File: config.mk
export PLATFORM = sky130hd
export DESIGN_NAME = row_arbiter
export DESIGN_NICKNAME = d
export VERILOG_FILES = /design/src/verilog/row_arbiter_pkg.sv /design/src/verilog/engine_dispatch.sv /design/src/verilog/prio_scheduler.sv /design/src/verilog/row_arbiter.sv /design/src/verilog/slot_memory.sv /design/src/verilog/slot_tracker.sv /design/src/verilog/sync_fifo.sv
export VERILOG_INCLUDE_DIRS = /design/src /design/src/verilog
export SDC_FILE = /design/constraint.sdc
export NUM_CORES = 2
export LEC_CHECK = 0
export BUFFER_PORTS_ARGS = -buffer_cell sky130_fd_sc_hd__buf_2
export CAP_MARGIN = 10
export CORE_ASPECT_RATIO = 0.5
export CORE_MARGIN = 2
export CORE_UTILIZATION = 48
export DETAILED_ROUTE_END_ITERATION = 10
export PLACE_DENSITY = 0.65
export SYNTH_ARGS = -nofsm -noshare
export SYNTH_HDL_FRONTEND = slang
export SYNTH_SLANG_ARGS = --single-unit
export TNS_END_PERCENT = 30
File: constraint.sdc
create_clock -name clk -period 14.9 [get_ports clk]
set_clock_uncertainty 0.15 [all_clocks]
set_input_delay 0.745 -clock clk [delete_from_list [all_inputs] [get_ports clk]]
set_output_delay 0.745 -clock clk [all_outputs]
set_load 0.01 [all_outputs]
File: src/verilog/row_arbiter_macros.svh
`ifndef ROW_ARBITER_MACROS_SVH
`define ROW_ARBITER_MACROS_SVH

// Packet store
`define ROWARB_DEPTH    16   // Slots in packet and data memories
`define SLOT_PTR_WIDTH  4    // Slot pointer, log2 of depth

// Payload fields
`define DATA_WIDTH      64
`define MASK_WIDTH      8    // One bit per data byte

// Address fields
`define ROW_ADDR_WIDTH  14
`define BK_ADDR_WIDTH   4
`define COL_ADDR_WIDTH  6

// Priority queues and engine queues
`define PRIO_WIDTH      2
`define NUM_PRIO_QUEUES 3    // Priorities 0..2, 0 is highest
`define PKTQ_DEPTH      8
`define PKTQ_PROG_FULL  6    // Leaves room for two pops in flight

`endif

File: src/verilog/row_arbiter_pkg.sv
`include "row_arbiter_macros.svh"

package row_arbiter_pkg;

  // Request type carried by each packet
  typedef enum logic [1:0] {
    REQ_RD,
    REQ_WR,
    REQ_AIM
  } req_t;

  // Bank arbiter commands, CMD_MRS and above consume a slot
  typedef enum logic [2:0] {
    CMD_NOP,
    CMD_ACT,
    CMD_PRE,
    CMD_REF,
    CMD_MRS,
    CMD_WR,
    CMD_RD
  } cmd_t;

  // Inbound packet from the user interface
  typedef struct packed {
    logic [7:0]                    marker;    // Tag for tracking
    logic                          bcast;
    logic [`PRIO_WIDTH-1:0]        prio;
    logic [`BK_ADDR_WIDTH-1:0]     bk_addr;
    logic [`ROW_ADDR_WIDTH-1:0]    row_addr;
    logic [`COL_ADDR_WIDTH-1:0]    col_addr;
    req_t                          req_type;
    logic [`MASK_WIDTH-1:0]        mask;
    logic [`DATA_WIDTH-1:0]        data;
  } pkt_t;

  // Metadata sent to the engines, payload stays behind in the data memory
  typedef struct packed {
    logic [7:0]                    marker;
    logic                          bcast;
    logic [`PRIO_WIDTH-1:0]        prio;
    logic [`BK_ADDR_WIDTH-1:0]     bk_addr;
    logic [`ROW_ADDR_WIDTH-1:0]    row_addr;
    logic [`COL_ADDR_WIDTH-1:0]    col_addr;
    req_t                          req_type;
    logic [`SLOT_PTR_WIDTH-1:0]    data_ptr;  // Slot holding data and mask
  } pkt_meta_t;

  // Engine class of a priority: 1 is the AiM engine, 0 and 2 the bank engine
  function automatic logic prio_class(input logic [`PRIO_WIDTH-1:0] prio);
    return (prio == `PRIO_WIDTH'(1));
  endfunction

endpackage

File: src/verilog/engine_dispatch.sv
`timescale 1ns/1ns
`include "row_arbiter_macros.svh"

// Routes metadata to the bank-engine queue or the AiM queue
module engine_dispatch import row_arbiter_pkg::*; (
  input  logic            clk,
  input  logic            rst,
  input  logic            inject_req,        // Scheduler pop
  input  pkt_meta_t       meta_in,           // Registered memory output
  output logic [1:0]      engine_prog_full,
  output pkt_meta_t [1:0] rowarb_pkt,
  output logic [1:0]      rowarb_pkt_valid,
  input  logic [1:0]      bke_rdy
);
  logic       inject;   // Lines up with meta_in
  logic [1:0] eng_wr;
  logic [1:0] eng_empty;

  always_ff @(posedge clk, posedge rst) begin
    if (rst) inject <= 1'b0;
    else     inject <= inject_req;  // Memory read takes one edge
  end

  always_comb begin
    eng_wr = '0;
    eng_wr[prio_class(meta_in.prio)] = inject;
  end

  for (genvar i = 0; i < 2; i++) begin : g_eng_q
    sync_fifo #(
      .WIDTH     ($bits(pkt_meta_t)),
      .DEPTH     (`PKTQ_DEPTH),
      .PROG_FULL (`PKTQ_PROG_FULL)
    ) u_eng_q (
      .clk,
      .rst,
      .wr_en     (eng_wr[i]),
      .rd_en     (bke_rdy[i]),       // Empty read ignored inside
      .din       (meta_in),
      .dout      (rowarb_pkt[i]),
      .empty     (eng_empty[i]),
      .prog_full (engine_prog_full[i])
    );
  end

  assign rowarb_pkt_valid = ~eng_empty;

endmodule

File: src/verilog/prio_scheduler.sv
`timescale 1ns/1ns
`include "row_arbiter_macros.svh"

// Slot pointers queued per priority, drained highest priority first
module prio_scheduler import row_arbiter_pkg::*; (
  input  logic                       clk,
  input  logic                       rst,
  input  logic                       push,
  input  logic [`PRIO_WIDTH-1:0]     push_prio,
  input  logic [`SLOT_PTR_WIDTH-1:0] push_slot,
  input  logic [1:0]                 engine_prog_full,  // Per engine class
  output logic                       pop,               // Read strobe to metadata memory
  output logic [`SLOT_PTR_WIDTH-1:0] pop_slot
);
  logic [`NUM_PRIO_QUEUES-1:0] q_wr;
  logic [`NUM_PRIO_QUEUES-1:0] q_rd;
  logic [`NUM_PRIO_QUEUES-1:0] q_empty;
  logic [`SLOT_PTR_WIDTH-1:0]  q_dout [`NUM_PRIO_QUEUES];
  logic [`PRIO_WIDTH-1:0]      cur_prio;   // Lowest non-empty queue index
  logic                        cur_class;

  for (genvar i = 0; i < `NUM_PRIO_QUEUES; i++) begin : g_ptr_q
    sync_fifo #(
      .WIDTH     (`SLOT_PTR_WIDTH),
      .DEPTH     (`ROWARB_DEPTH),    // Every slot may sit in one queue
      .PROG_FULL (`ROWARB_DEPTH)
    ) u_ptr_q (
      .clk,
      .rst,
      .wr_en     (q_wr[i]),
      .rd_en     (q_rd[i]),
      .din       (push_slot),
      .dout      (q_dout[i]),
      .empty     (q_empty[i]),
      .prog_full ()
    );
  end

  // Steer push to the queue of its priority
  always_comb begin
    q_wr = '0;
    for (int i = 0; i < `NUM_PRIO_QUEUES; i++) begin
      if (push_prio == `PRIO_WIDTH'(i)) q_wr[i] = push;
    end
  end

  // Priority encoder
  always_comb begin
    cur_prio = '0;
    for (int i = `NUM_PRIO_QUEUES - 1; i >= 0; i--) begin
      if (!q_empty[i]) cur_prio = `PRIO_WIDTH'(i);
    end
  end

  assign cur_class = prio_class(cur_prio);
  // Hold off while the target engine queue is near full
  assign pop      = !(&q_empty) && !engine_prog_full[cur_class];
  assign pop_slot = q_dout[cur_prio];

  always_comb begin
    q_rd = '0;
    q_rd[cur_prio] = pop;
  end

endmodule

File: src/verilog/row_arbiter.sv
`timescale 1ns/1ns
`include "row_arbiter_macros.svh"

module row_arbiter import row_arbiter_pkg::*; (
  input  logic                       clk,
  input  logic                       rst,
  // User interface
  input  pkt_t                       ui_pkt,
  input  logic                       ui_pkt_valid,
  output logic                       rowarb_rdy,
  // Engine outputs, 0 is bank engine and 1 is AiM engine
  output pkt_meta_t [1:0]            rowarb_pkt,
  output logic [1:0]                 rowarb_pkt_valid,
  input  logic [1:0]                 bke_rdy,
  // Bank arbiter
  input  logic                       bkarb_pkt_valid,
  input  logic                       bkarb_pkt_ignore,
  input  cmd_t                       bkarb_cmd,
  input  logic [`SLOT_PTR_WIDTH-1:0] bkarb_data_ptr,
  output logic [`DATA_WIDTH-1:0]     rowarb_data,
  output logic [`MASK_WIDTH-1:0]     rowarb_mask
);
  logic                       accept;        // Packet taken this edge
  logic                       full;
  logic [`SLOT_PTR_WIDTH-1:0] free_slot;
  logic                       release_slot;
  logic                       pop;
  logic [`SLOT_PTR_WIDTH-1:0] pop_slot;
  pkt_meta_t                  meta_out;
  logic [1:0]                 engine_prog_full;

  assign rowarb_rdy = !full;
  assign accept     = ui_pkt_valid && rowarb_rdy;

  slot_tracker u_tracker (
    .clk, .rst, .set(accept), .clr(release_slot), .clr_slot(bkarb_data_ptr),
    .free_slot, .full
  );

  slot_memory u_mem (
    .clk, .rst, .wr_en(accept), .wr_slot(free_slot), .wr_pkt(ui_pkt),
    .meta_rd(pop), .meta_slot(pop_slot), .meta_out,
    .bkarb_pkt_valid, .bkarb_pkt_ignore, .bkarb_cmd, .bkarb_data_ptr,
    .release_slot, .rowarb_data, .rowarb_mask
  );

  prio_scheduler u_sched (
    .clk, .rst, .push(accept), .push_prio(ui_pkt.prio), .push_slot(free_slot),
    .engine_prog_full, .pop, .pop_slot
  );

  engine_dispatch u_dispatch (
    .clk, .rst, .inject_req(pop), .meta_in(meta_out),
    .engine_prog_full, .rowarb_pkt, .rowarb_pkt_valid, .bke_rdy
  );

endmodule

File: src/verilog/slot_memory.sv
`timescale 1ns/1ns
`include "row_arbiter_macros.svh"

// Metadata store and payload store, written together at one slot
module slot_memory import row_arbiter_pkg::*; (
  input  logic                       clk,
  input  logic                       rst,
  input  logic                       wr_en,
  input  logic [`SLOT_PTR_WIDTH-1:0] wr_slot,
  input  pkt_t                       wr_pkt,
  input  logic                       meta_rd,          // Scheduler pop
  input  logic [`SLOT_PTR_WIDTH-1:0] meta_slot,
  output pkt_meta_t                  meta_out,
  input  logic                       bkarb_pkt_valid,
  input  logic                       bkarb_pkt_ignore,
  input  cmd_t                       bkarb_cmd,
  input  logic [`SLOT_PTR_WIDTH-1:0] bkarb_data_ptr,
  output logic                       release_slot,     // Strobe to the tracker
  output logic [`DATA_WIDTH-1:0]     rowarb_data,
  output logic [`MASK_WIDTH-1:0]     rowarb_mask
);
  pkt_meta_t                            meta_mem [`ROWARB_DEPTH];
  logic [`MASK_WIDTH+`DATA_WIDTH-1:0]   data_mem [`ROWARB_DEPTH];  // {mask, data}
  pkt_meta_t                            wr_meta;

  // Header fields plus the slot that keeps the payload
  assign wr_meta = '{marker:   wr_pkt.marker,
                     bcast:    wr_pkt.bcast,
                     prio:     wr_pkt.prio,
                     bk_addr:  wr_pkt.bk_addr,
                     row_addr: wr_pkt.row_addr,
                     col_addr: wr_pkt.col_addr,
                     req_type: wr_pkt.req_type,
                     data_ptr: wr_slot};

  // Slot-consuming command that the bank arbiter actually issues
  assign release_slot = bkarb_pkt_valid && !bkarb_pkt_ignore && (bkarb_cmd >= CMD_MRS);

  always_ff @(posedge clk) begin
    if (wr_en) begin
      meta_mem[wr_slot] <= wr_meta;
      data_mem[wr_slot] <= {wr_pkt.mask, wr_pkt.data};
    end
  end

  always_ff @(posedge clk, posedge rst) begin
    if (rst) begin
      meta_out    <= '0;
      rowarb_data <= '0;
      rowarb_mask <= '0;
    end else begin
      if (meta_rd) meta_out <= meta_mem[meta_slot];
      if (release_slot) {rowarb_mask, rowarb_data} <= data_mem[bkarb_data_ptr];  // Held till next
    end
  end

endmodule

File: src/verilog/slot_tracker.sv
`timescale 1ns/1ns
`include "row_arbiter_macros.svh"

// Tracks which store slots hold a packet
module slot_tracker (
  input  logic                       clk,
  input  logic                       rst,
  input  logic                       set,       // Occupy free_slot
  input  logic                       clr,       // Free clr_slot
  input  logic [`SLOT_PTR_WIDTH-1:0] clr_slot,
  output logic [`SLOT_PTR_WIDTH-1:0] free_slot, // Lowest unoccupied slot
  output logic                       full
);
  localparam int CNT_W = $clog2(`ROWARB_DEPTH + 1);

  logic [`ROWARB_DEPTH-1:0] occ;     // One bit per slot
  logic [`ROWARB_DEPTH-1:0] occ_nxt;
  logic [CNT_W-1:0]         count;   // Occupied slots

  assign full = (count == CNT_W'(`ROWARB_DEPTH));

  // Priority encoder, lowest clear bit wins
  always_comb begin
    free_slot = '0;
    for (int i = `ROWARB_DEPTH - 1; i >= 0; i--) begin
      if (!occ[i]) free_slot = `SLOT_PTR_WIDTH'(i);
    end
  end

  // Set and clear may land on the same edge at different slots
  always_comb begin
    occ_nxt = occ;
    if (clr) occ_nxt[clr_slot]  = 1'b0;
    if (set) occ_nxt[free_slot] = 1'b1;
  end

  always_ff @(posedge clk, posedge rst) begin
    if (rst) begin
      occ   <= '0;
      count <= '0;
    end else begin
      occ <= occ_nxt;
      if (set && !clr)      count <= count + 1'b1;
      else if (clr && !set) count <= count - 1'b1;
    end
  end

endmodule

File: src/verilog/sync_fifo.sv
`timescale 1ns/1ns

// Circular buffer, head shown on dout without a read
module sync_fifo #(
  parameter int WIDTH     = 8,
  parameter int DEPTH     = 16,
  parameter int PROG_FULL = DEPTH
) (
  input  logic             clk,
  input  logic             rst,
  input  logic             wr_en,
  input  logic             rd_en,
  input  logic [WIDTH-1:0] din,
  output logic [WIDTH-1:0] dout,
  output logic             empty,
  output logic             prog_full
);
  localparam int PTR_W = (DEPTH > 1) ? $clog2(DEPTH) : 1;
  localparam int CNT_W = $clog2(DEPTH + 1);

  logic [WIDTH-1:0] mem [DEPTH];   // Storage array
  logic [PTR_W-1:0] wr_ptr;
  logic [PTR_W-1:0] rd_ptr;
  logic [CNT_W-1:0] count;         // Occupancy
  logic             full;
  logic             do_wr;
  logic             do_rd;

  assign full      = (count == CNT_W'(DEPTH));
  assign empty     = (count == '0);
  assign prog_full = (count >= CNT_W'(PROG_FULL));
  assign do_wr     = wr_en && !full;   // Write to full is dropped
  assign do_rd     = rd_en && !empty;  // Read from empty is dropped
  assign dout      = mem[rd_ptr];      // First word falls through

  always_ff @(posedge clk) begin
    if (do_wr) mem[wr_ptr] <= din;
  end

  always_ff @(posedge clk, posedge rst) begin
    if (rst) begin
      wr_ptr <= '0;
      rd_ptr <= '0;
      count  <= '0;
    end else begin
      if (do_wr) wr_ptr <= (wr_ptr == PTR_W'(DEPTH - 1)) ? '0 : wr_ptr + 1'b1;
      if (do_rd) rd_ptr <= (rd_ptr == PTR_W'(DEPTH - 1)) ? '0 : rd_ptr + 1'b1;
      // Simultaneous read and write keeps the count
      if (do_wr && !do_rd)      count <= count + 1'b1;
      else if (do_rd && !do_wr) count <= count - 1'b1;
    end
  end

endmodule
==> flow_metrics.py <==
metrics = {
    "detailed_routing": {
        "vias": 53500,
        "dr.pass1.iters": 6,
        "drtAntennaViolNets": 0,
        "drt-total-wl_um": 249000,
        "routedWlPerCell_um": 27.3,
        "drt-vias-per-instance": 5.87,
        "first_iter_violations": 5250,
        "route.detailed.drc": 0,
    },
    "synthesis": {
        "avgSynthCellArea_um2": 19.8,
        "async_flop_share_pct": 6.81,
        "syn_area_mm2": 0.109,
        "synth_nets": 5702,
        "ys_ff_latch": 2850,
        "synth_edf_count": 2656,
        "ys_types": 62,
        "synth.area.top_cells": "edfxtp_1 (73%), mux4_2 (12%), dfrtp_1 (4.4%)",
        "seq_area_frac_synth_pct": 77.3,
        "yosys_most_used_dff": "edfxtp_1",
        "synthCells": 5528,
        "yosys.area.top_type": "edfxtp_1",
        "synth.top_cell.area_share_pct": 72.8,
        "yosys_warnings": 0,
    },
    "final_layout": {
        "final_cells": 9117,
        "final_util_pct": 54.4,
        "final_layout_size_suffix_gt1_share_pct": 24.3,
        "final_common_cell": "edfxtp_1",
        "final_cell_mix": "edfxtp_1 (2656), nand2_1 (727), mux4_2 (570)",
        "nets": 6059,
        "syn_to_final_growth_pct": 12.3,
    },
    "timing": {
        "worst_pin_slew_ns": 1.17,
        "max_freq_mhz": 173,
        "setup_viol": 0,
        "finalHoldViolCount": 0,
        "rsz0062_at_grt": "no",
        "drv_slew": 0,
        "setup_tns_ns": 0,
        "maxSlewHeadroom_pct": 22.2,
        "period_needed_ns": 5.79,
        "finalCritPeriodShare_pct": 38.9,
    },
    "power": {
        "vdd_drop_max_mv": 0.545,
        "leakage_uw": 0.0414,
        "p_per_area_mw_per_mm2": 201,
    },
    "global_route": {
        "grt_pass1_vias": 55100,
        "grt_usage_pct": 21.3,
        "grt_pass1_wl_um": 363000,
        "grt_max_degree": 177,
        "antenna_found_initial": 48,
        "grt_overflow_total": 0,
    },
    "placement": {
        "port_buffers": 277,
        "gp_congestion": 0.744,
        "dp_cells": 8630,
        "dp_hpwl_um": 128000,
    },
    "cts": {
        "h-tree-depth": 4,
        "cts.clk_slew.worst_paths_ns": 0.07,
        "cts.sinks": 2850,
        "cts_max_path_buffers": 4,
        "cts-buffers-inserted": 246,
        "clock_latency_ns": 0.91,
        "cts_tree": "yes",
        "clock-root-buffer": "clkbuf_16",
    },
    "run": {
        "maxCapViolations": 0,
    },
    "die": {
        "die_area_mm2": 0.232,
        "die_y_um": 342,
        "core.rowCount": 123,
        "die_w_um": 679,
        "core_area_mm2": 0.226,
        "ios": 280,
        "initial_utilization_pct": 48.5,
    },
    "critical_path": {
        "start_kind": "register",
        "r2r-start": "u_sched.g_ptr_q[0].u_ptr_q.count[0]",
        "crit_type": "register to register",
        "critPathSlowestCell": "nand2_4",
        "cp.required_ns": 15.48,
        "cpPeakStageDelay_ns": 0.75,
        "crit_arrival_ns": 6.37,
        "cp_max_fo": 121,
        "critPathLaunch": "u_sched.g_ptr_q[0].u_ptr_q.count[0]",
        "endpoint_kind": "register",
        "crit_chain": "nor4_2 -> nand2_1 -> nor3_2 -> a32oi_1 -> nand2_4 -> buf_12 -> nor2_4 -> buf_4 -> and3_1 -> or4_1",
    },
    "min_path": {
        "hp-start": "ui_pkt[0]",
        "hp-class": "primary input to register",
    },
    "outcome": {
        "outcome": "finished, final reports clean",
    },
}
[final cells by class]
cell class / instances / area [um2]
fill: 16900 / 103000
sequential: 2850 / 84600
multi-input combinational: 2358 / 23900
clock buffer: 360 / 7000
tap: 3000 / 3750
timing repair buffer: 394 / 2350
clock inverter: 94 / 1080
inverter: 35 / 140
antenna: 26 / 65.1
[power breakdown]
group          leakage (uW)  switching (uW)  total [uW]  internal, uW
Sequential           0.0264             870       11700         10800
Clock               0.00396            2790        6420          3630
Combinational        0.0111            4210        6620          2410
Total                0.0414            7870       24700         16900
[routing by layer]
metal / global-route usage, % / routed length [um]
met3: 3.15 / 16000
met5: 0 / 61
met1: 28.6 / 101000
met4: 6.19 / 6700
met2: 36.4 / 125000
[worst max-delay path, delay by kind of cell, from the launching register on]
family | cells | cell delay [ns]
AOI/OAI and AO/OA | 1 | 0.35
and+or+nand+nor | 7 | 3.42
DFF | 1 | 0.45
buffers and inverters | 2 | 1.07
[flip-flops by register name, indices dropped and copies added (netlist names)]
| register | flops |
|---|---|
| u_tracker.occ | 16 |
| u_tracker.count | 5 |
| u_mem.meta_out | 41 |
| u_mem.rowarb_mask | 8 |
| u_sched.g_ptr_q.u_ptr_q.mem | 192 |
| u_dispatch.g_eng_q.u_eng_q.rd_ptr | 6 |
| u_sched.g_ptr_q.u_ptr_q.count | 15 |
| u_mem.meta_mem | 656 |
| u_dispatch.g_eng_q.u_eng_q.wr_ptr | 6 |
| u_sched.g_ptr_q.u_ptr_q.rd_ptr | 12 |
| u_sched.g_ptr_q.u_ptr_q.wr_ptr | 12 |
| u_dispatch.g_eng_q.u_eng_q.mem | 656 |
| u_mem.data_mem | 1152 |
| u_mem.rowarb_data | 64 |
| u_dispatch.inject | 1 |
| u_dispatch.g_eng_q.u_eng_q.count | 8 |
[final timing paths]
check / to / slack (ns) / cells after the start
setup reg to reg: u_mem.meta_out[30] / 9.11 / 10
setup / recovery: u_mem.meta_out[30] / 9.11 / 10
max in group asynchronous: u_mem.rowarb_mask[6] / 12.32 / 5
hold / removal: u_mem.data_mem[8][0] / 0.06 / 1
hold reg to reg: u_mem.rowarb_data[23] / 0.32 / 2
min in group asynchronous: u_mem.rowarb_data[54] / 0.35 / 3
[Yosys cell counts, types with 45 or more instances]
| library cell | n |
|---|---|
| mux2_2 | 103 |
| buf_1 | 71 |
| mux2i_1 | 183 |
| nand2_1 | 729 |
| dfrtp_1 | 194 |
| ha_1 | 45 |
| mux4_2 | 570 |
| o21ai_0 | 68 |
| and3_1 | 120 |
| edfxtp_1 | 2656 |
| nand3_1 | 181 |
| nor2_1 | 75 |
| clkbuf_1 | 166 |
[cell families (layout without fill, tap and decap cells)]
kind of cell,count (synthesis),after routing,synth area share (%)
buffers and inverters,320,883,1.19
adder cells (fa/ha/maj),51,51,0.624
AND/OR/NAND/NOR,1226,1226,5.01
XOR/XNOR,34,34,0.272
other,0,26,0
multiplexers,856,856,14.5
AO/OA/AOI/OAI,191,191,1.17
flip-flops,2850,2850,77.3
[per-stage QoR]
stage | setup WS [ns] | hold WS, ns | cell area (um2) | total power (uW)
after floorplan | 3.35 | 0.291 | 109000 | 16100
after global placement | 9.22 | 0.306 | 115000 | 18300
after detailed placement | 9.09 | 0.308 | 115000 | 18600
after CTS | 9.09 | 0.000207 | 123000 | 25000
after global routing | 8.84 | 0.0344 | 123000 | 25800
final | 9.11 | 0.0600 | 123000 | 24700
[timing repair]
item | CTS | global route
endpoints found under the hold margin | 99 | 0
hold buffers | 7 | 0
setup buffers | 0 | 0
resized for setup | 0 | 0
No activity file was read; power rests on OpenSTA's default activity.
